==> config.mk <==
export PLATFORM = sky130hd
export DESIGN_NAME = rv_decoder_top
export DESIGN_NICKNAME = d
export VERILOG_FILES = /design/src/verilog/decode_pkg.sv /design/src/verilog/decode_stage.sv /design/src/verilog/exec_decoder.sv /design/src/verilog/imm_gen.sv /design/src/verilog/mem_decoder.sv /design/src/verilog/rv_decoder_top.sv
export SDC_FILE = /design/constraint.sdc
export NUM_CORES = 1
export LEC_CHECK = 0
export BUFFER_PORTS_ARGS = -buffer_cell sky130_fd_sc_hd__buf_2
export CAP_MARGIN = 40
export CELL_PAD_IN_SITES_DETAIL_PLACEMENT = 0
export CELL_PAD_IN_SITES_GLOBAL_PLACEMENT = 2
export CORE_MARGIN = 10
export CORE_UTILIZATION = 26
export DETAILED_ROUTE_END_ITERATION = 12
export PLACE_DENSITY_LB_ADDON = 0.1
export SETUP_SLACK_MARGIN = 0.3
export SYNTH_ARGS = -nofsm -noshare
export SYNTH_HDL_FRONTEND = slang
export SYNTH_SLANG_ARGS = --single-unit
==> constraint.sdc <==
create_clock -name clk -period 2.4 [get_ports clk]
set_input_delay 0.48 -clock clk [delete_from_list [all_inputs] [get_ports clk]]
set_output_delay 0.48 -clock clk [all_outputs]
set_load 0.01 [all_outputs]
==> src/verilog/decode_pkg.sv <==
package decode_pkg;

    localparam int XLEN      = 32;
    localparam int RF_ADDR_W = 5;

    typedef logic [XLEN-1:0]      word_t;
    typedef logic [RF_ADDR_W-1:0] rf_addr_t;
    typedef logic [6:0]           opcode_t;
    typedef logic [2:0]           funct3_t;
    typedef logic [6:0]           funct7_t;
    typedef logic [3:0]           byte_mask_t;

    // major opcodes
    localparam opcode_t OPC_OP     = 7'b0110011;
    localparam opcode_t OPC_OP_IMM = 7'b0010011;
    localparam opcode_t OPC_LOAD   = 7'b0000011;
    localparam opcode_t OPC_STORE  = 7'b0100011;
    localparam opcode_t OPC_BRANCH = 7'b1100011;
    localparam opcode_t OPC_LUI    = 7'b0110111;
    localparam opcode_t OPC_AUIPC  = 7'b0010111;
    localparam opcode_t OPC_JAL    = 7'b1101111;
    localparam opcode_t OPC_JALR   = 7'b1100111;

    localparam funct7_t F7_BASE   = 7'b0000000;
    localparam funct7_t F7_ALT    = 7'b0100000;
    localparam funct7_t F7_MULDIV = 7'b0000001;

    // integer ops, shared by OP and OP_IMM
    localparam funct3_t F3_ADD  = 3'b000;
    localparam funct3_t F3_SLL  = 3'b001;
    localparam funct3_t F3_SLT  = 3'b010;
    localparam funct3_t F3_SLTU = 3'b011;
    localparam funct3_t F3_XOR  = 3'b100;
    localparam funct3_t F3_SRL  = 3'b101;
    localparam funct3_t F3_OR   = 3'b110;
    localparam funct3_t F3_AND  = 3'b111;

    localparam funct3_t F3_BEQ  = 3'b000;
    localparam funct3_t F3_BNE  = 3'b001;
    localparam funct3_t F3_BLT  = 3'b100;
    localparam funct3_t F3_BGE  = 3'b101;
    localparam funct3_t F3_BLTU = 3'b110;
    localparam funct3_t F3_BGEU = 3'b111;

    // access widths of loads and stores
    localparam funct3_t F3_BYTE   = 3'b000;
    localparam funct3_t F3_HALF   = 3'b001;
    localparam funct3_t F3_WORD   = 3'b010;
    localparam funct3_t F3_BYTE_U = 3'b100;
    localparam funct3_t F3_HALF_U = 3'b101;

    typedef enum logic [4:0] {
        ALU_NOP, ALU_ADD, ALU_SUB, ALU_SLL, ALU_SLT, ALU_SLTU,
        ALU_XOR, ALU_SRL, ALU_SRA, ALU_OR, ALU_AND,
        ALU_EQ, ALU_NE, ALU_LT, ALU_GE, ALU_LTU, ALU_GEU
    } alu_op_e;

    typedef enum logic [2:0] {
        SRC_NONE, SRC_RS_RS, SRC_RS_IMM, SRC_ZERO_IMM, SRC_PC_IMM, SRC_PC_4
    } alu_src_e;

    typedef enum logic [1:0] {BJU_NONE, BJU_PC_IMM, BJU_RS_IMM} bju_src_e;

    typedef enum logic [2:0] {IMM_NONE, IMM_I, IMM_S, IMM_B, IMM_U, IMM_J} imm_kind_e;

    // operand signedness, rs1 then rs2
    typedef enum logic [1:0] {MUL_SS, MUL_SU, MUL_UU} mul_sign_e;

    typedef enum logic [1:0] {SIZE_BYTE, SIZE_HALF, SIZE_WORD} mem_size_e;

    typedef struct packed {
        alu_op_e   alu_op;
        alu_src_e  alu_src;
        logic      is_bj;
        bju_src_e  bju_src;
        logic      is_mul;
        mul_sign_e mul_sign;
        logic      mul_high;
        logic      is_div;
        logic      div_signed;
        logic      div_rem;
        logic      req_rf;
    } exec_ctrl_t;

    typedef struct packed {
        logic       is_load;
        logic       is_store;
        mem_size_e  size;
        logic       load_signed;
        byte_mask_t byte_mask;
    } mem_ctrl_t;

    typedef struct packed {
        rf_addr_t   rs1;
        rf_addr_t   rs2;
        rf_addr_t   rd;
        word_t      imm;
        exec_ctrl_t exec;
        mem_ctrl_t  mem;
        logic       req_rf;
        logic       illegal;
    } decode_t;

    localparam exec_ctrl_t EXEC_IDLE = '{
        alu_op:     ALU_NOP,
        alu_src:    SRC_NONE,
        is_bj:      1'b0,
        bju_src:    BJU_NONE,
        is_mul:     1'b0,
        mul_sign:   MUL_SS,
        mul_high:   1'b0,
        is_div:     1'b0,
        div_signed: 1'b0,
        div_rem:    1'b0,
        req_rf:     1'b0
    };

    localparam mem_ctrl_t MEM_IDLE = '{
        is_load:     1'b0,
        is_store:    1'b0,
        size:        SIZE_BYTE,
        load_signed: 1'b0,
        byte_mask:   4'b0000
    };

endpackage

==> src/verilog/decode_stage.sv <==
`timescale 1ns/10ps

module decode_stage (
    input  logic                   clk,
    input  logic                   rst_n_i,
    input  logic                   inst_valid_i,
    input  decode_pkg::word_t      inst_i,
    input  decode_pkg::exec_ctrl_t exec_i,
    input  decode_pkg::imm_kind_e  exec_imm_i,
    input  logic                   exec_hit_i,
    input  decode_pkg::mem_ctrl_t  mem_i,
    input  decode_pkg::imm_kind_e  mem_imm_i,
    input  logic                   mem_hit_i,
    output logic                   dec_valid_o,
    output decode_pkg::decode_t    decode_o
);
    import decode_pkg::*;

    imm_kind_e imm_kind;
    word_t     imm;
    logic      hit;
    decode_t   dec_next;

    // a decoder that misses reports IMM_NONE
    assign imm_kind = exec_hit_i ? exec_imm_i : mem_imm_i;
    assign hit      = exec_hit_i | mem_hit_i;

    imm_gen u_imm_gen (
        .inst_i (inst_i),
        .kind_i (imm_kind),
        .imm_o  (imm)
    );

    always_comb begin
        dec_next.rs1     = inst_i[19:15];
        dec_next.rs2     = inst_i[24:20];
        dec_next.rd      = inst_i[11:7];
        dec_next.imm     = imm;
        dec_next.exec    = exec_i;
        dec_next.mem     = mem_i;
        dec_next.req_rf  = exec_i.req_rf | mem_i.is_load;
        dec_next.illegal = ~hit;
    end

    // one register stage, record held while idle
    always_ff @(posedge clk) begin
        if (!rst_n_i) begin
            dec_valid_o <= 1'b0;
            decode_o    <= '0;
        end else begin
            dec_valid_o <= inst_valid_i;
            if (inst_valid_i) begin
                decode_o <= dec_next;
            end
        end
    end

endmodule

==> src/verilog/exec_decoder.sv <==
`timescale 1ns/10ps

module exec_decoder (
    input  decode_pkg::word_t      inst_i,
    output decode_pkg::exec_ctrl_t exec_o,
    output decode_pkg::imm_kind_e  exec_imm_o,
    output logic                   exec_hit_o
);
    import decode_pkg::*;

    opcode_t opcode;
    funct3_t funct3;
    funct7_t funct7;

    assign opcode = inst_i[6:0];
    assign funct3 = inst_i[14:12];
    assign funct7 = inst_i[31:25];

    // base integer op for a funct3
    function automatic alu_op_e base_op(input funct3_t f3);
        alu_op_e op;
        case (f3)
            F3_ADD:  op = ALU_ADD;
            F3_SLL:  op = ALU_SLL;
            F3_SLT:  op = ALU_SLT;
            F3_SLTU: op = ALU_SLTU;
            F3_XOR:  op = ALU_XOR;
            F3_SRL:  op = ALU_SRL;
            F3_OR:   op = ALU_OR;
            F3_AND:  op = ALU_AND;
            default: op = ALU_NOP;
        endcase
        return op;
    endfunction

    always_comb begin
        exec_o     = EXEC_IDLE;
        exec_imm_o = IMM_NONE;
        exec_hit_o = 1'b0;
        case (opcode)
            OPC_OP: begin
                exec_o.req_rf = 1'b1;
                case (funct7)
                    F7_BASE: begin
                        exec_hit_o     = 1'b1;
                        exec_o.alu_op  = base_op(funct3);
                        exec_o.alu_src = SRC_RS_RS;
                    end
                    F7_ALT: begin
                        // only sub and sra exist here
                        exec_hit_o     = (funct3 == F3_ADD) || (funct3 == F3_SRL);
                        exec_o.alu_op  = (funct3 == F3_ADD) ? ALU_SUB : ALU_SRA;
                        exec_o.alu_src = SRC_RS_RS;
                    end
                    F7_MULDIV: begin
                        exec_hit_o = 1'b1;
                        if (!funct3[2]) begin
                            exec_o.is_mul   = 1'b1;
                            exec_o.mul_high = (funct3[1:0] != 2'b00);
                            case (funct3[1:0])
                                2'b01:   exec_o.mul_sign = MUL_SS;
                                2'b10:   exec_o.mul_sign = MUL_SU;
                                default: exec_o.mul_sign = MUL_UU;
                            endcase
                        end else begin
                            // div, divu, rem, remu
                            exec_o.is_div     = 1'b1;
                            exec_o.div_signed = ~funct3[0];
                            exec_o.div_rem    = funct3[1];
                        end
                    end
                    default: exec_hit_o = 1'b0;
                endcase
            end
            OPC_OP_IMM: begin
                exec_hit_o     = 1'b1;
                exec_imm_o     = IMM_I;
                exec_o.alu_op  = base_op(funct3);
                exec_o.alu_src = SRC_RS_IMM;
                exec_o.req_rf  = 1'b1;
                if (funct3 == F3_SRL) begin
                    if (funct7 == F7_ALT) begin
                        exec_o.alu_op = ALU_SRA;
                    end else if (funct7 != F7_BASE) begin
                        exec_hit_o = 1'b0;
                    end
                end
            end
            OPC_BRANCH: begin
                exec_hit_o     = 1'b1;
                exec_imm_o     = IMM_B;
                exec_o.is_bj   = 1'b1;
                exec_o.bju_src = BJU_PC_IMM;
                exec_o.alu_src = SRC_RS_RS;
                case (funct3)
                    F3_BEQ:  exec_o.alu_op = ALU_EQ;
                    F3_BNE:  exec_o.alu_op = ALU_NE;
                    F3_BLT:  exec_o.alu_op = ALU_LT;
                    F3_BGE:  exec_o.alu_op = ALU_GE;
                    F3_BLTU: exec_o.alu_op = ALU_LTU;
                    F3_BGEU: exec_o.alu_op = ALU_GEU;
                    default: exec_hit_o = 1'b0;
                endcase
            end
            OPC_LUI, OPC_AUIPC: begin
                exec_hit_o     = 1'b1;
                exec_imm_o     = IMM_U;
                exec_o.alu_op  = ALU_ADD;
                exec_o.alu_src = (opcode == OPC_LUI) ? SRC_ZERO_IMM : SRC_PC_IMM;
                exec_o.req_rf  = 1'b1;
            end
            OPC_JAL, OPC_JALR: begin
                // link value pc+4 goes through the alu
                exec_hit_o     = 1'b1;
                exec_imm_o     = (opcode == OPC_JAL) ? IMM_J : IMM_I;
                exec_o.is_bj   = 1'b1;
                exec_o.bju_src = (opcode == OPC_JAL) ? BJU_PC_IMM : BJU_RS_IMM;
                exec_o.alu_op  = ALU_ADD;
                exec_o.alu_src = SRC_PC_4;
                exec_o.req_rf  = 1'b1;
            end
            default: exec_hit_o = 1'b0;
        endcase

        // unknown funct combination falls back to idle
        if (!exec_hit_o) begin
            exec_o     = EXEC_IDLE;
            exec_imm_o = IMM_NONE;
        end
    end

endmodule

==> src/verilog/imm_gen.sv <==
`timescale 1ns/10ps

module imm_gen (
    input  decode_pkg::word_t     inst_i,
    input  decode_pkg::imm_kind_e kind_i,
    output decode_pkg::word_t     imm_o
);
    import decode_pkg::*;

    logic sign;

    // bit 31 is the sign of every format
    assign sign = inst_i[31];

    always_comb begin
        case (kind_i)
            IMM_I: begin
                imm_o = {{20{sign}}, inst_i[31:20]};
            end
            IMM_S: begin
                imm_o = {{20{sign}}, inst_i[31:25], inst_i[11:7]};
            end
            IMM_B: begin
                imm_o = {{19{sign}}, inst_i[31], inst_i[7], inst_i[30:25],
                         inst_i[11:8], 1'b0};
            end
            IMM_U: begin
                imm_o = {inst_i[31:12], 12'b0};
            end
            IMM_J: begin
                imm_o = {{11{sign}}, inst_i[31], inst_i[19:12], inst_i[20],
                         inst_i[30:21], 1'b0};
            end
            default: begin
                imm_o = '0;
            end
        endcase
    end

endmodule

==> src/verilog/mem_decoder.sv <==
`timescale 1ns/10ps

module mem_decoder (
    input  decode_pkg::word_t     inst_i,
    output decode_pkg::mem_ctrl_t mem_o,
    output decode_pkg::imm_kind_e mem_imm_o,
    output logic                  mem_hit_o
);
    import decode_pkg::*;

    opcode_t opcode;
    funct3_t funct3;
    logic    is_load;
    logic    is_store;

    assign opcode   = inst_i[6:0];
    assign funct3   = inst_i[14:12];
    assign is_load  = (opcode == OPC_LOAD);
    assign is_store = (opcode == OPC_STORE);

    always_comb begin
        mem_o     = MEM_IDLE;
        mem_imm_o = IMM_NONE;
        mem_hit_o = is_load || is_store;
        case (funct3)
            F3_BYTE, F3_BYTE_U: begin
                mem_o.size      = SIZE_BYTE;
                mem_o.byte_mask = 4'b0001;
            end
            F3_HALF, F3_HALF_U: begin
                mem_o.size      = SIZE_HALF;
                mem_o.byte_mask = 4'b0011;
            end
            F3_WORD: begin
                mem_o.size      = SIZE_WORD;
                mem_o.byte_mask = 4'b1111;
            end
            default: mem_hit_o = 1'b0;
        endcase
        // stores have no unsigned forms
        if (is_store && funct3[2]) begin
            mem_hit_o = 1'b0;
        end
        mem_o.is_load     = is_load;
        mem_o.is_store    = is_store;
        mem_o.load_signed = is_load && !funct3[2];
        mem_imm_o         = is_load ? IMM_I : IMM_S;

        if (!mem_hit_o) begin
            mem_o     = MEM_IDLE;
            mem_imm_o = IMM_NONE;
        end
    end

endmodule

==> src/verilog/rv_decoder_top.sv <==
`timescale 1ns/10ps

module rv_decoder_top (
    input  logic                clk,
    input  logic                rst_n_i,
    input  logic                inst_valid_i,
    input  decode_pkg::word_t   inst_i,
    output logic                dec_valid_o,
    output decode_pkg::decode_t decode_o
);
    import decode_pkg::*;

    exec_ctrl_t exec;
    imm_kind_e  exec_imm;
    logic       exec_hit;
    mem_ctrl_t  mem;
    imm_kind_e  mem_imm;
    logic       mem_hit;

    exec_decoder u_exec_decoder (
        .inst_i     (inst_i),
        .exec_o     (exec),
        .exec_imm_o (exec_imm),
        .exec_hit_o (exec_hit)
    );

    mem_decoder u_mem_decoder (
        .inst_i    (inst_i),
        .mem_o     (mem),
        .mem_imm_o (mem_imm),
        .mem_hit_o (mem_hit)
    );

    decode_stage u_decode_stage (
        .clk          (clk),
        .rst_n_i      (rst_n_i),
        .inst_valid_i (inst_valid_i),
        .inst_i       (inst_i),
        .exec_i       (exec),
        .exec_imm_i   (exec_imm),
        .exec_hit_i   (exec_hit),
        .mem_i        (mem),
        .mem_imm_i    (mem_imm),
        .mem_hit_i    (mem_hit),
        .dec_valid_o  (dec_valid_o),
        .decode_o     (decode_o)
    );

endmodule
Word level (Yosys, flattened, before mapping):

Memory sizes are Yosys's and may differ from the RTL's.
Index checks and enable logic that the tools add are counted.
W data, S select, Z words.

* flip-flop bits (word level): 78
* ROM bits: 64
* bits of input ports: 35
* output and inout port bits: 78
* logic and storage cells: 104
* memories kept: 2

Memories
* (no name shown): depth 8, width 4, read ports 1, clocked after memory_dff 0, wr ports 0, RTL line exec_decoder.sv:22 `case (f3)`
* (no name shown): depth 8, width 4, read ports 1, clocked after memory_dff 0, wr ports 0, RTL line exec_decoder.sv:22

* equal/unequal tests: 24
* multiplexer cells: 33
* bitwise gates (word level): 4
* reductions and logical operators: 18

Operator list (number)
* $pmux W32 S5: 1
* $pmux W8 S5: 1
* $pmux W5 S6: 1
* $eq A7 B6 Y1 const B: 4
* $eq A7 B7 Y1 const B: 3
* $mux W19: 1
* $eq A3 B3 Y1 const B: 6
* $pmux W8 S2: 1
* $mux W3: 5
* $eq A7 B5 Y1 const B: 2
* $mux W7: 2
* $pmux W3 S4: 1
* $pmux W4 S3: 1
* $reduce_or A6 Y1: 2
* $mux W5: 2
* $reduce_or A2 Y1: 5
* $eq A3 B2 Y1 const B: 3
* $mux W9: 1
* $mux W4: 2
* $pmux W2 S2: 2
* $eq A7 B1 Y1 const B: 1
* $eq A7 B2 Y1 const B: 1
* $logic_not A7 Y1: 1
* $mux W1: 7
* other kinds (17): 23

Depth between registers and ports, before layout:

Gate-level depths: netlist of the first run.

* depth in word-level cells: 8
* gate-level depth with buffers: 10

Cells and area by module:

Synthesis of the first run repeated with hierarchy kept, for this count alone.

* cells, all modules: 440
* area total of the unflattened synthesis: 4257.8 um^2

By module, submodules not included
* decode_stage: times used 1, cells each 255, area each 3031.7 um^2
* exec_decoder: times used 1, cells each 98, area each 666.9 um^2
* imm_gen: times used 1, cells each 66, area each 390.4 um^2
* mem_decoder: times used 1, cells each 21, area each 168.9 um^2

Least setup slack after synthesis of the first run:

No wires, ideal clock.

* path kind: input-to-reg
* from: input port inst_i[13]
* to: register u_decode_stage.decode_o[49] (netlist name)
* arrival time: 2.279 ns
* data required time: 2.267 ns
* setup slack: -0.012 ns
* stages on the path: 9
* cells stage by stage: inv_1 -> ha_1 -> clkbuf_1 -> nor2_1 -> a2111oi_4 -> nor3_1 -> a31oi_4 -> a221oi_4 -> a21oi_2

* cells in the longest elaborated chain, start to end: 8

Ends and longest elaborated chain
* start, declared: RTL line rv_decoder_top.sv:7 `input decode_pkg::word_t inst_i,`
* $eq A3 B1 Y1 (tied with other cells): RTL line exec_decoder.sv:95, mem_decoder.sv:25
* $reduce_or A5 Y1 (no line)
* $mux W1: RTL line mem_decoder.sv:25 `case (funct3)`
* $mux W1: RTL line mem_decoder.sv:41 `if (is_store && funct3[2]) begin`
* $mux W3: RTL line mem_decoder.sv:49 `if (!mem_hit_o) begin`
* $mux W3 (*): RTL line decode_stage.sv:25 `assign imm_kind = exec_hit_i ? exec_imm_i : mem_imm_i;`
* $eq A3 B3 Y1 (tied with other cells): RTL line imm_gen.sv:16 `case (kind_i)`
* $pmux W32 S5 (*): RTL line imm_gen.sv:16

Mark *: on every way between the ends. The rest lies on a longest branch, timed or not.
A chain may end at the register's enable or synchronous reset.

Worst setup path after layout of the first run:

* from: input port inst_i[12]
* to: register u_decode_stage.decode_o[41] (netlist name)

* cells in the longest elaborated chain, start to end: 8

Ends and longest elaborated chain (RTL line)
* $eq A3 B1 Y1 (tied with other cells): exec_decoder.sv:95, mem_decoder.sv:25
* $reduce_or A5 Y1 (no line)
* $mux W1: mem_decoder.sv:25
* $mux W1: mem_decoder.sv:41
* $mux W3: mem_decoder.sv:49
* $mux W3 (*): decode_stage.sv:25
* $eq A3 B3 Y1 (tied with other cells): imm_gen.sv:16
* $pmux W32 S5 (*): imm_gen.sv:16

Marks and branches as above.

==> results of run 1 <==
[metal layers]
metal  share of wire  up-vias  global-route usage
met5               0        -                   0
met4           0.010        0              0.0325
li1                -     1673                   -
met1            0.44     1526               0.147
met3           0.064       10              0.0565
met2            0.49       68               0.225
[worst max path at each step]
stage                          start                           to  slack (ps)
after global routing      inst_i[12]  u_decode_stage.decode_o[31]         240
after detailed placement  inst_i[12]  u_decode_stage.decode_o[41]         -60
after floorplan            inst_i[5]  u_decode_stage.decode_o[42]         180
final                     inst_i[12]  u_decode_stage.decode_o[41]         360
after global placement    inst_i[12]  u_decode_stage.decode_o[40]           2
after CTS                 inst_i[12]  u_decode_stage.decode_o[41]         320
[final cells by class]
cell class,instances,area [um^2],share of cell area
Sequential cell,76,1520,0.313
Clock inverter,4,48.8,0.0100
Timing Repair Buffer,155,908,0.187
Tap cell,176,220,0.0452
Antenna cell,1,2.50,0.000514
Clock buffer,11,253,0.0519
Multi-Input combinational cell,282,1890,0.388
Inverter,7,26.3,0.00540
[metrics by stage]
stage	setup slack, ps	instances
after CTS	320	708
after detailed placement	-64.9	693
after global routing	238	711
after global placement	1.77	693
after floorplan	182	394
final	359	712
[Yosys cell counts (all sizes together), types with 3 or more instances]
cell,number,area [um^2]
inv,6,22.5
a32o,3,30.0
a21boi,6,45.0
nand4,6,37.5
nand3,15,75.1
o2bb2ai,10,87.6
nor2,12,45.0
nor3,8,51.3
nand2,79,297
nor2b,15,93.8
clkbuf,19,71.3
nand2b,5,31.3
mux2i,12,120
o22a,3,27.5
a21oi,18,131
ha,6,75.1
dfxtp,76,1520
o21a,4,30.0
o21ai,26,130
a22o,16,140
a31oi,6,58.8
buf,10,58.8
[power by group through the flow]
| stage | clock network, W | registers, W | logic, W |
|---|---|---|---|
| 2_1_floorplan | 0 | 0.00134 | 0.000156 |
| 3_3_place_gp | 0 | 0.00133 | 0.000323 |
| 3_5_place_dp | 0 | 0.00133 | 0.000323 |
| 4_1_cts | 0.00144 | 0.00130 | 0.000324 |
| 5_1_grt | 0.00150 | 0.00131 | 0.000358 |
| 6_report | 0.00139 | 0.00130 | 0.000324 |
[state kept, by name, indices dropped and copies added, names as in the netlist]
| signal | count |
|---|---|
| u_decode_stage.dec_valid_o | 1 |
| u_decode_stage.decode_o | 75 |
[timing repair]
action	CTS	global route
gates resized for setup	0	7
buffers inserted	0	3
setup endpoints to repair	0	29
[kinds of logic after synthesis]
family / count (synthesis)
and+or+nand+nor: 156
buffers and inverters: 36
AOI/OAI and AO/OA: 108
adders and majority gates: 6
muxes: 12
DFF: 76
[critical path, delay by kind of cell]
family | cells | cell delay (ps)
AOI/OAI and AO/OA | 4 | 1020
buffers and inverters | 3 | 420
and+or+nand+nor | 2 | 190
adders and majority gates | 1 | 180
==> summary.txt, run 1 <==
Detailed routing
  – Drt pass-1 iters: 4
  – DRC violations left: 0
  – 1st-iter DRT viols: 154
  – Vias: 3277
  – DR WL/cell: 17.1 um
  – Post-DRT Antenna Nets: 0
  – Vias per cell: 4.60
  – Drt total wl: 12200 um

Critical path
  – Reg-to-Reg End: u_decode_stage.decode_o[0]
  – R2R Setup Slk: 1680 ps
  – Critical path required time: 2650 ps
  – Critical path start-end classification: in2reg
  – R2r worst-path depth: 2
  – Cells along the critical path: buf_2, inv_2, ha_4, nand2b_4, a2111oi_4, nor3_2, a31oi_4, buf_4, a21oi_1, o31ai_1
  – CP max-delay cell: a2111oi_4
  – R2r startpoint: u_decode_stage.decode_o[0]
  – Crit path max fanout: 5
  – Slowest cell delay on critical path: 480 ps
  – Worst Setup End Kind: flop
  – Arr. time, crit path: 2290 ps
  – Setup crit start kind: primary input

Timing
  – Fmax: 0.490 GHz
  – Min Tclk post-route: 2040 ps
  – Rel. slew slack: 0.724
  – Final hold vios: 0
  – Crit share post-route: 0.851
  – Final setup violating endpoints: 0
  – Setup_tns: 0 ps
  – Hold slack: approximately 390 ps
  – Clk_skew: 0 ps
  – Final slew viol count: 0
  – RSZ-0062 raised after global routing: true
  – Least-Margin Pin Slew: 409 ps

Synth
  – Asr flop ratio synth: 0
  – Post-Synth XOR/XNOR Area: 0
  – Adder-Cell Fraction of Synth Area: 0.0215
  – Syn Inst Count: 394
  – YS warnings: 0
  – Synthesized area: 3490 um^2
  – Average size of a mapped cell: just under 9 um^2
  – FF+latch count, synth: 76
  – Simple-gate share of the synthesized area: 0.218
  – Synth Area in Compound Gates: 0.246
  – Mux share of post-synthesis cell area: 0.0344
  – Mapped Nets: 435
  – Sequential fraction of the synthesis area: 0.436
  – Top_reg_cell synth: dfxtp_1
  – Largest family of logic cells by synthesized area: compound AO/OA/AOI/OAI gates
  – Distinct cells, synth: 58
  – EDFF count, synth: 0

GRT
  – Initial antenna violation count: 1
  – Vias in the first global route: 3474
  – All-Layer GR Usage: 0.131
  – First-pass GRT wire length: roughly 19000 um
  – Grt total ovfl: 0
  – Largest net degree at the start of global routing: 35

Layout
  – Share of layout cells above drive strength 1: 0.385
  – Area Growth Syn to Fin: 39.5%
  – Commonest non-fill, non-tap cells in the layout: buf_2 (112), nand2_1 (79), dfxtp_1 (76)
  – Commonest non-fill, non-tap cell in the layout: buf_2
  – Fill cell count: 1413
  – Final Cell Area: 4870 um^2
  – Post-layout util: 0.369
  – Final nets: 572

CTS
  – CTS buffer count: 9
  – Hold-fix buffers, CTS: 0
  – H-tree Lvls: 3
  – CTS tree: done
  – Clk_lat worst skew: approximately 340 ps
  – Root Driver: clkbuf_16
  – TritonCTS Sinks: 76
  – Clk pin slew, worst setup/hold paths: approximately 60 ps
  – Clock buffer depth: 2

Min path
  – Worst hold path depth: 3
  – Hold Path Class: in2reg
  – Worst Hold End: u_decode_stage.decode_o[33]
  – Hold Startpoint: inst_i[10]

Power and ir drop
  – Power Dens Cells: 619 nW/um^2
  – Clock Power Share: 0.460
  – Flop pwr share: 0.432
  – Leak Pwr: around 2.2 nW
  – Net Sw Frac: 0.244
  – Internal: 0.00228 W
  – Maximum vdd ir drop: 0.000396 V
  – Psw: 0.000736 W
  – Pwr Total: 0.00302 W
  – Comb pwr share: 0.107

Placed design
  – Hpwl dp: 9470 um
  – PortBufs: between 100 and 150
  – Final GP Congestion: 0.797
  – Placed inst area: 4500 um^2

Die
  – Die width: 136 um
  – Initial Util: 0.265
  – Ports: 113
  – Die Y: 136 um
  – Full die area: 18500 um^2
  – Core footprint: 13200 um^2
  – FP Rows: 42

Run
  – # Max-Cap Violations: 0

Run status
  – Status: completed
(Power assumes the default switching activity.)
==> run 2, diff against run 1 <==
CORE_ASPECT_RATIO = 2   (was unset)
==> run 2 against run 1 <==
Count of clock-buffer cells in the layout decreased by 1. Critical path type unchanged. Highest routed layer unchanged. Largest cell class unchanged. Global-route usage increased by 1.2 points. Flip-flop and latch count unchanged. Cell count decreased by 2.4%. Critical endpoint is now u_decode_stage.decode_o[47]. Combinational power about the same. Power increased by 6.4%. Final area increased by 0.85%. Register-to-register slack about the same.
==> summary.txt, run 2 (synthesis results as in run 1) <==
Run status
  – Status: completed (unchanged)

Layout
  – Multi-input gate area: 1880 um^2 (was 1890 um^2)
  – Biggest register: u_decode_stage.decode_o (unchanged)
  – Area Growth Syn to Fin: 40.6% (was 39.5%)
  – Share of layout cells above drive strength 1: 0.388 (was 0.385)
  – Commonest non-fill, non-tap cells in the layout: buf_2 (112), nand2_1 (79), dfxtp_1 (76) (unchanged)
  – Final nets: 577 (was 572)
  – Biggest regs: u_decode_stage.decode_o: 75 flops, u_decode_stage.dec_valid_o: 1 flops (unchanged)
  – Sequential Area: 1520 um^2 (unchanged)
  – Max reg flops: 75 (unchanged)
  – Fill cell count: 1410 (was 1413)
  – Commonest non-fill, non-tap cell in the layout: buf_2 (unchanged)

Detailed routing
  – DRC violations left: 0 (unchanged)
  – Drt total wl: 13000 um (was 12200 um)
  – 1st-iter DRT viols: 100 (was 154)
  – Vias: 3376 (was 3277)
  – Drt pass-1 iters: 4 (unchanged)
  – Post-DRT Antenna Nets: 0 (unchanged)
  – DR WL/cell: 18.8 um (was 17.1 um)
  – Vias per cell: 4.86 (was 4.60)

Critical path
  – Critical path start-end classification: in2reg (unchanged)
  – Setup crit start kind: primary input (unchanged)
  – Arr. time, crit path: 2250 ps (was 2290 ps)
  – Crit path max fanout: 5 (unchanged)
  – Worst Setup End Kind: flop (unchanged)
  – Critical path required time: 2620 ps (was 2650 ps)

Timing
  – Setup_tns: 0 ps (unchanged)
  – Least-Margin Pin Slew: 522 ps (was 409 ps)
  – Final hold vios: 0 (unchanged)
  – Fmax: 0.492 GHz (was 0.490 GHz)
  – Final setup violating endpoints: 0 (unchanged)
  – Crit share post-route: 0.847 (was 0.851)
  – Final slew viol count: 0 (unchanged)
  – Final worst-path setup slack: 367 ps (was 359 ps)
  – Rel. slew slack: 0.648 (was 0.724)
  – RSZ-0062 raised after global routing: true (unchanged)
  – Min Tclk post-route: 2030 ps (was 2040 ps)
  – Clk_skew: 0 ps (unchanged)

Die
  – Core footprint: 13100 um^2 (was 13200 um^2)
  – Initial Util: 0.267 (was 0.265)
  – FP Rows: 59 (was 42)
  – Full die area: 18700 um^2 (was 18500 um^2)
  – Ports: 113 (unchanged)
  – Die Y: 184 um (was 136 um)
  – Die width: 102 um (was 136 um)

Placed design
  – PortBufs: 112 (unchanged)
  – Hpwl dp: 10500 um (was 9470 um)
  – Worst slack, placed: -70.5 ps (was -64.9 ps)
  – Final GP Congestion: 0.761 (was 0.797)

GRT
  – Largest net degree at the start of global routing: 36 (was 35)
  – First-pass GRT wire length: 20400 um (was 19000 um)
  – All-Layer GR Usage: 0.143 (was 0.131)
  – Vias in the first global route: 3650 (was 3474)
  – Grt total ovfl: 0 (unchanged)
  – Initial antenna violation count: 2 (was 1)

Power and ir drop
  – Maximum vdd ir drop: 0.000345 V (was 0.000396 V)
  – Power Dens Cells: 653 nW/um^2 (was 619 nW/um^2)
  – Pwr Total: 0.00321 W (was 0.00302 W)
  – Leak Pwr: 2.28 nW (was 2.23 nW)

CTS
  – Clock buffer depth: 2 (unchanged)
  – CTS tree: done (unchanged)
  – Root Driver: clkbuf_16 (unchanged)
  – Hold-fix buffers, CTS: 0 (unchanged)
  – H-tree Lvls: 3 (unchanged)
  – Clk_lat worst skew: 330 ps (was 340 ps)
  – TritonCTS Sinks: 76 (unchanged)
  – CTS buffer count: 9 (unchanged)
  – Clk pin slew, worst setup/hold paths: 60 ps (about the same)

Run
  – # Max-Cap Violations: 0 (unchanged)

Min path
  – Hold Path Class: in2reg (unchanged)
run 2: changes by cell type in the layout (fill, tap and decap cells not counted), sizes merged:
cell	delta
bufinv	+2
buf	+5
clkbuf	-1
diode	+1
run 2: path summary, 6_finish.rpt:
path                               start                          end  slack (ps)  cells past startpoint
min                           inst_i[10]  u_decode_stage.decode_o[33]         400                      3
min reg2reg  u_decode_stage.decode_o[18]  u_decode_stage.decode_o[18]         430                      2
max reg2reg   u_decode_stage.decode_o[0]   u_decode_stage.decode_o[0]        1690                      2
max                           inst_i[12]  u_decode_stage.decode_o[47]         370                     10
run 2: report_power, final:
part           switching, W  internal [W]  total (W)
sequential        0.0000124       0.00129    0.00130
clock              0.000561       0.00102    0.00158
combinational      0.000193      0.000134   0.000327
total              0.000766       0.00244    0.00321
run 2: routing by layer:
metal  GRT usage  up-vias  share of wire
met5           0        -              0
met2       0.281       84           0.58
met3      0.0403       13          0.052
li1            -     1693              -
met1       0.133     1586           0.35
met4      0.0522        0          0.019
run 2: metrics by stage:
step	cell area [um^2]	hold slack [ps]	utilization	std cells
2_1_floorplan	3560	463	-	394
3_3_place_gp	4510	427	0.345	676
3_5_place_dp	4510	432	0.345	676
4_1_cts	4860	384	0.372	692
5_1_grt	4910	404	0.376	695
6_report	4910	395	0.376	695
run 2: timing repair:
item                       in CTS  in global routing
pin swaps                       1                  1
setup endpoints to repair       6                 18
cloned                          0                  0
buffers inserted                0                  1
resized for setup               1                  7
run 2: worst max-delay path, cell delays in order:
cell and delay [ps]:
buf_2 130, buf_4 150, ha_1 230, o21a_1 190, nor2_1 150, o21a_2 190, a31oi_4 140, a221oi_4 340
buf_6 190, a21oi_2 50
run 2: layout make-up:
cell class / count / share of cell area
diodes: 2 / 0.00102
clock buffers: 10 / 0.0466
clock inverters: 6 / 0.0229
inverters: 7 / 0.00535
multi-input cells: 282 / 0.384
flip-flops and latches: 76 / 0.310
well taps: 152 / 0.0387
repair buffers: 160 / 0.192
==> run 3, diff against run 2 <==
ABC_AREA = 1   (was unset)
CORE_UTILIZATION = 24   (was 26)
clock period = 1.65 ns   (was 2.4 ns; I/O delays follow)
==> run 3 against run 2 <==
The flow now finishes with violations (setup timing). Clock skew unchanged. Critical path type unchanged. Wire length up 10%. First-iteration DRC count down 20%. Final area up 25%. Cell count up 26%. Sequential share of layout area down 6.2 points. Count of clock-buffer cells in the layout down 1.
==> summary.txt, run 3 <==
Power and ir drop
  – Leak Pwr: 2.97 nW (was 2.28 nW)
  – Maximum vdd ir drop: 0.000461 V (was 0.000345 V)
  – Power Dens Cells: 735 nW/um^2 (was 653 nW/um^2)
  – Pwr Total: 0.00451 W (was 0.00321 W)

Synth
  – Asr flop ratio synth: 0 (unchanged)
  – Mapped Nets: 514 (was 435)
  – FF+latch count, synth: 76 (unchanged)
  – Top_reg_cell synth: dfxtp_1 (unchanged)
  – Syn Inst Count: 473 (was 394)
  – Synth top cells by count: nand2_1 (169), dfxtp_1 (76), nand3_1 (41) (was nand2_1 (79), dfxtp_1 (76), o21ai_0 (25))
  – YS warnings: 0 (unchanged)
  – Average size of a mapped cell: 7.25 um^2 (was 8.86 um^2)
  – EDFF count, synth: 0 (unchanged)
  – Distinct cells, synth: 33 (was 58)
  – Top-count cell post-synth: nand2_1 (unchanged)
  – Synthesized area: 3430 um^2 (was 3490 um^2)
  – Sequential fraction of the synthesis area: 0.444 (was 0.436)
  – Synth top area share: 0.444 (was 0.436)
  – Synth area leaders: dfxtp_1 (44%), nand2_1 (19%), nand3_1 (6.0%), o21ai_0 (5.4%), inv_1 (3.7%) (was dfxtp_1 (44%), nand2_1 (8.5%), a22o_1 (4.0%), o21ai_0 (3.6%), mux2i_1 (3.4%))
  – Area leader, netlist: dfxtp_1 (unchanged)

Layout
  – Post-layout util: 0.439 (was 0.376)
  – Commonest non-fill, non-tap cells in the layout: nand2_1 (142), buf_2 (105), dfxtp_1 (76) (was buf_2 (112), nand2_1 (79), dfxtp_1 (76))
  – Diodes inserted: 0 (was 2)
  – Max reg flops: 75 (unchanged)
  – Biggest register: u_decode_stage.decode_o (unchanged)
  – Final Cell Area: 6140 um^2 (was 4910 um^2)
  – Area Growth Syn to Fin: 79.1% (was 40.6%)
  – Final nets: 724 (was 577)
  – Commonest non-fill, non-tap cell in the layout: nand2_1 (was buf_2)
  – Share of layout cells above drive strength 1: 0.528 (was 0.388)
  – Biggest regs: u_decode_stage.decode_o: 75 flops, u_decode_stage.dec_valid_o: 1 flops (unchanged)

GRT
  – Initial antenna violation count: 0 (was 2)
  – All-Layer GR Usage: 0.145 (was 0.143)
  – First-pass GRT wire length: 22600 um (was 20400 um)
  – Largest net degree at the start of global routing: 37 (was 36)
  – Grt total ovfl: 0 (unchanged)
  – Vias in the first global route: 4225 (was 3650)

Min path
  – Worst Hold End: u_decode_stage.decode_o[72] (was u_decode_stage.decode_o[33])
  – Hold Path Class: in2reg (unchanged)
  – Hold Startpoint: inst_i[15] (was inst_i[10])
  – Worst hold path depth: 2 (was 3)

Placed design
  – Placed inst area: 4890 um^2 (was 4510 um^2)
  – PortBufs: 112 (unchanged)
  – Worst slack, placed: -439 ps (was -70.5 ps)
  – Hpwl dp: 11100 um (was 10500 um)
  – Final GP Congestion: 0.878 (was 0.761)

Timing
  – Final setup violating endpoints: 29 (was 0)
  – Clk_skew: 0 ps (unchanged)
  – Fmax: ~0.56 GHz
  – RSZ-0062 raised after global routing: true (unchanged)
  – Hold slack: 226 ps (was 395 ps)
  – Final worst-path setup slack: -120 ps (was 367 ps)
  – Crit share post-route: 1.07
  – Min Tclk post-route: between 1500 and 2000 ps
  – Final hold vios: 0 (unchanged)
  – Final slew viol count: 0 (unchanged)
  – Least-Margin Pin Slew: 527 ps (was 522 ps)
  – Rel. slew slack: 0.646 (was 0.648)

Critical path
  – R2R Setup Slk: 890 ps (was 1690 ps)
  – R2r worst-path depth: 2 (unchanged)
  – Critical path required time: 1940 ps (was 2620 ps)
  – Arr. time, crit path: 2060 ps (was 2250 ps)
  – R2r startpoint: u_decode_stage.decode_o[2] (was u_decode_stage.decode_o[0])
  – Critical path start-end classification: in2reg (unchanged)
  – Crit path max fanout: 8 (was 5)
  – Worst Setup End Kind: flop (unchanged)
  – Reg-to-Reg End: u_decode_stage.decode_o[2] (was u_decode_stage.decode_o[0])
  – Setup crit start kind: primary input (unchanged)

Detailed routing
  – Vias: 3878 (was 3376)
  – Drt pass-1 iters: 4 (unchanged)
  – 1st-iter DRT viols: 80 (was 100)
  – DRC violations left: 0 (unchanged)
  – Post-DRT Antenna Nets: 0 (unchanged)
  – Vias per cell: 4.42 (was 4.86)
  – DR WL/cell: 16.4 um (was 18.8 um)
  – Drt total wl: 14400 um (was 13000 um)

CTS
  – H-tree Lvls: 3 (unchanged)
  – CTS tree: done (unchanged)
  – Clk_lat worst skew: 340 ps (was 330 ps)
  – Root Driver: clkbuf_16 (unchanged)
  – Clk pin slew, worst setup/hold paths: 70 ps (was 60 ps)
  – Clock buffer depth: 2 (unchanged)
  – TritonCTS Sinks: 76 (unchanged)
  – CTS buffer count: 9 (unchanged)

Die
  – FP Rows: 61 (was 59)
  – Die Y: 189 um (was 184 um)
  – Ports: 113 (unchanged)
  – Core footprint: 14000 um^2 (was 13100 um^2)
  – Initial Util: 0.245 (was 0.267)
  – Die width: 104 um (was 102 um)
  – Full die area: 19700 um^2 (was 18700 um^2)

Run status
  – Failing checks: setup timing
  – Status: complete, but fails checks (was completed)

Run
  – # Max-Cap Violations: 0 (unchanged)
[run 3: worst max-delay path, stage by stage]
cell	delay (ps)
buf_8	110
buf_12	130
inv_16	50
ha_4	160
inv_4	40
o211ai_1	290
buf_4	190
nand3_4	60
buf_6	150
nand3_4	140
nand2_4	70
buf_12	150
nand2_2	60
nand3_2	70
nand2_1	60
[run 3: kinds of logic (layout without fill, tap and decap cells)]
family	Yosys count	count (layout)	synth area share
AOI/OAI and AO/OA	73	73	0.128
adders and majority gates	6	6	0.0219
buffers and inverters	57	272	0.0708
DFF	76	76	0.444
and+or+nand+nor	261	261	0.335
[run 3: how the worst max path moves through the flow]
stage	from	end
2_1_floorplan	inst_i[12]	u_decode_stage.decode_o[33]
3_3_place_gp	inst_i[12]	u_decode_stage.decode_o[34]
3_5_place_dp	inst_i[12]	u_decode_stage.decode_o[31]
4_1_cts	inst_i[12]	u_decode_stage.decode_o[50]
5_1_grt	inst_i[12]	u_decode_stage.decode_o[42]
6_report	inst_i[12]	u_decode_stage.decode_o[45]
[run 3: layout make-up]
cell class | instances | area [um^2]
clock buffers | 9 | 225
clock inverters | 7 | 82.6
fillers | 1477 | 7830
inverters | 37 | 185
multi-input cells | 340 | 2280
flip-flops and latches | 76 | 1520
well taps | 189 | 236
repair buffers | 218 | 1590
repair inverters | 1 | 16.3
[run 3: timing repair]
| action | in CTS | in global routing |
|---|---|---|
| setup endpoints to repair | 57 | 58 |
| gates resized for setup | 123 | 66 |
| hold buffers | 0 | 0 |
| endpoints found under the hold margin | 0 | 0 |
| buffers inserted | 16 | 13 |
| pin swaps | 28 | 39 |
| gates cloned | 0 | 1 |
[run 3: per-stage QoR]
stage	setup TNS, ps	std cells
floorplan	-916	473
global placement	-19450	831
detailed placement	-19100	831
CTS	-118	863
global route	-4750	877
finish	-2530	877
[run 3: per-layer routing]
metal,track usage,vias up,wire length (um)
li1,-,1962,-
met1,0.140,1802,5080
met2,0.281,88,8210
met3,0.0316,26,636
met4,0.0624,0,463
met5,0,-,0
[run 3: power by group]
group | switching [W] | internal (W) | total, W
logic | 0.000318 | 0.000259 | 0.000576
registers | 0.0000122 | 0.00186 | 0.00187
clock network | 0.000863 | 0.00120 | 0.00206
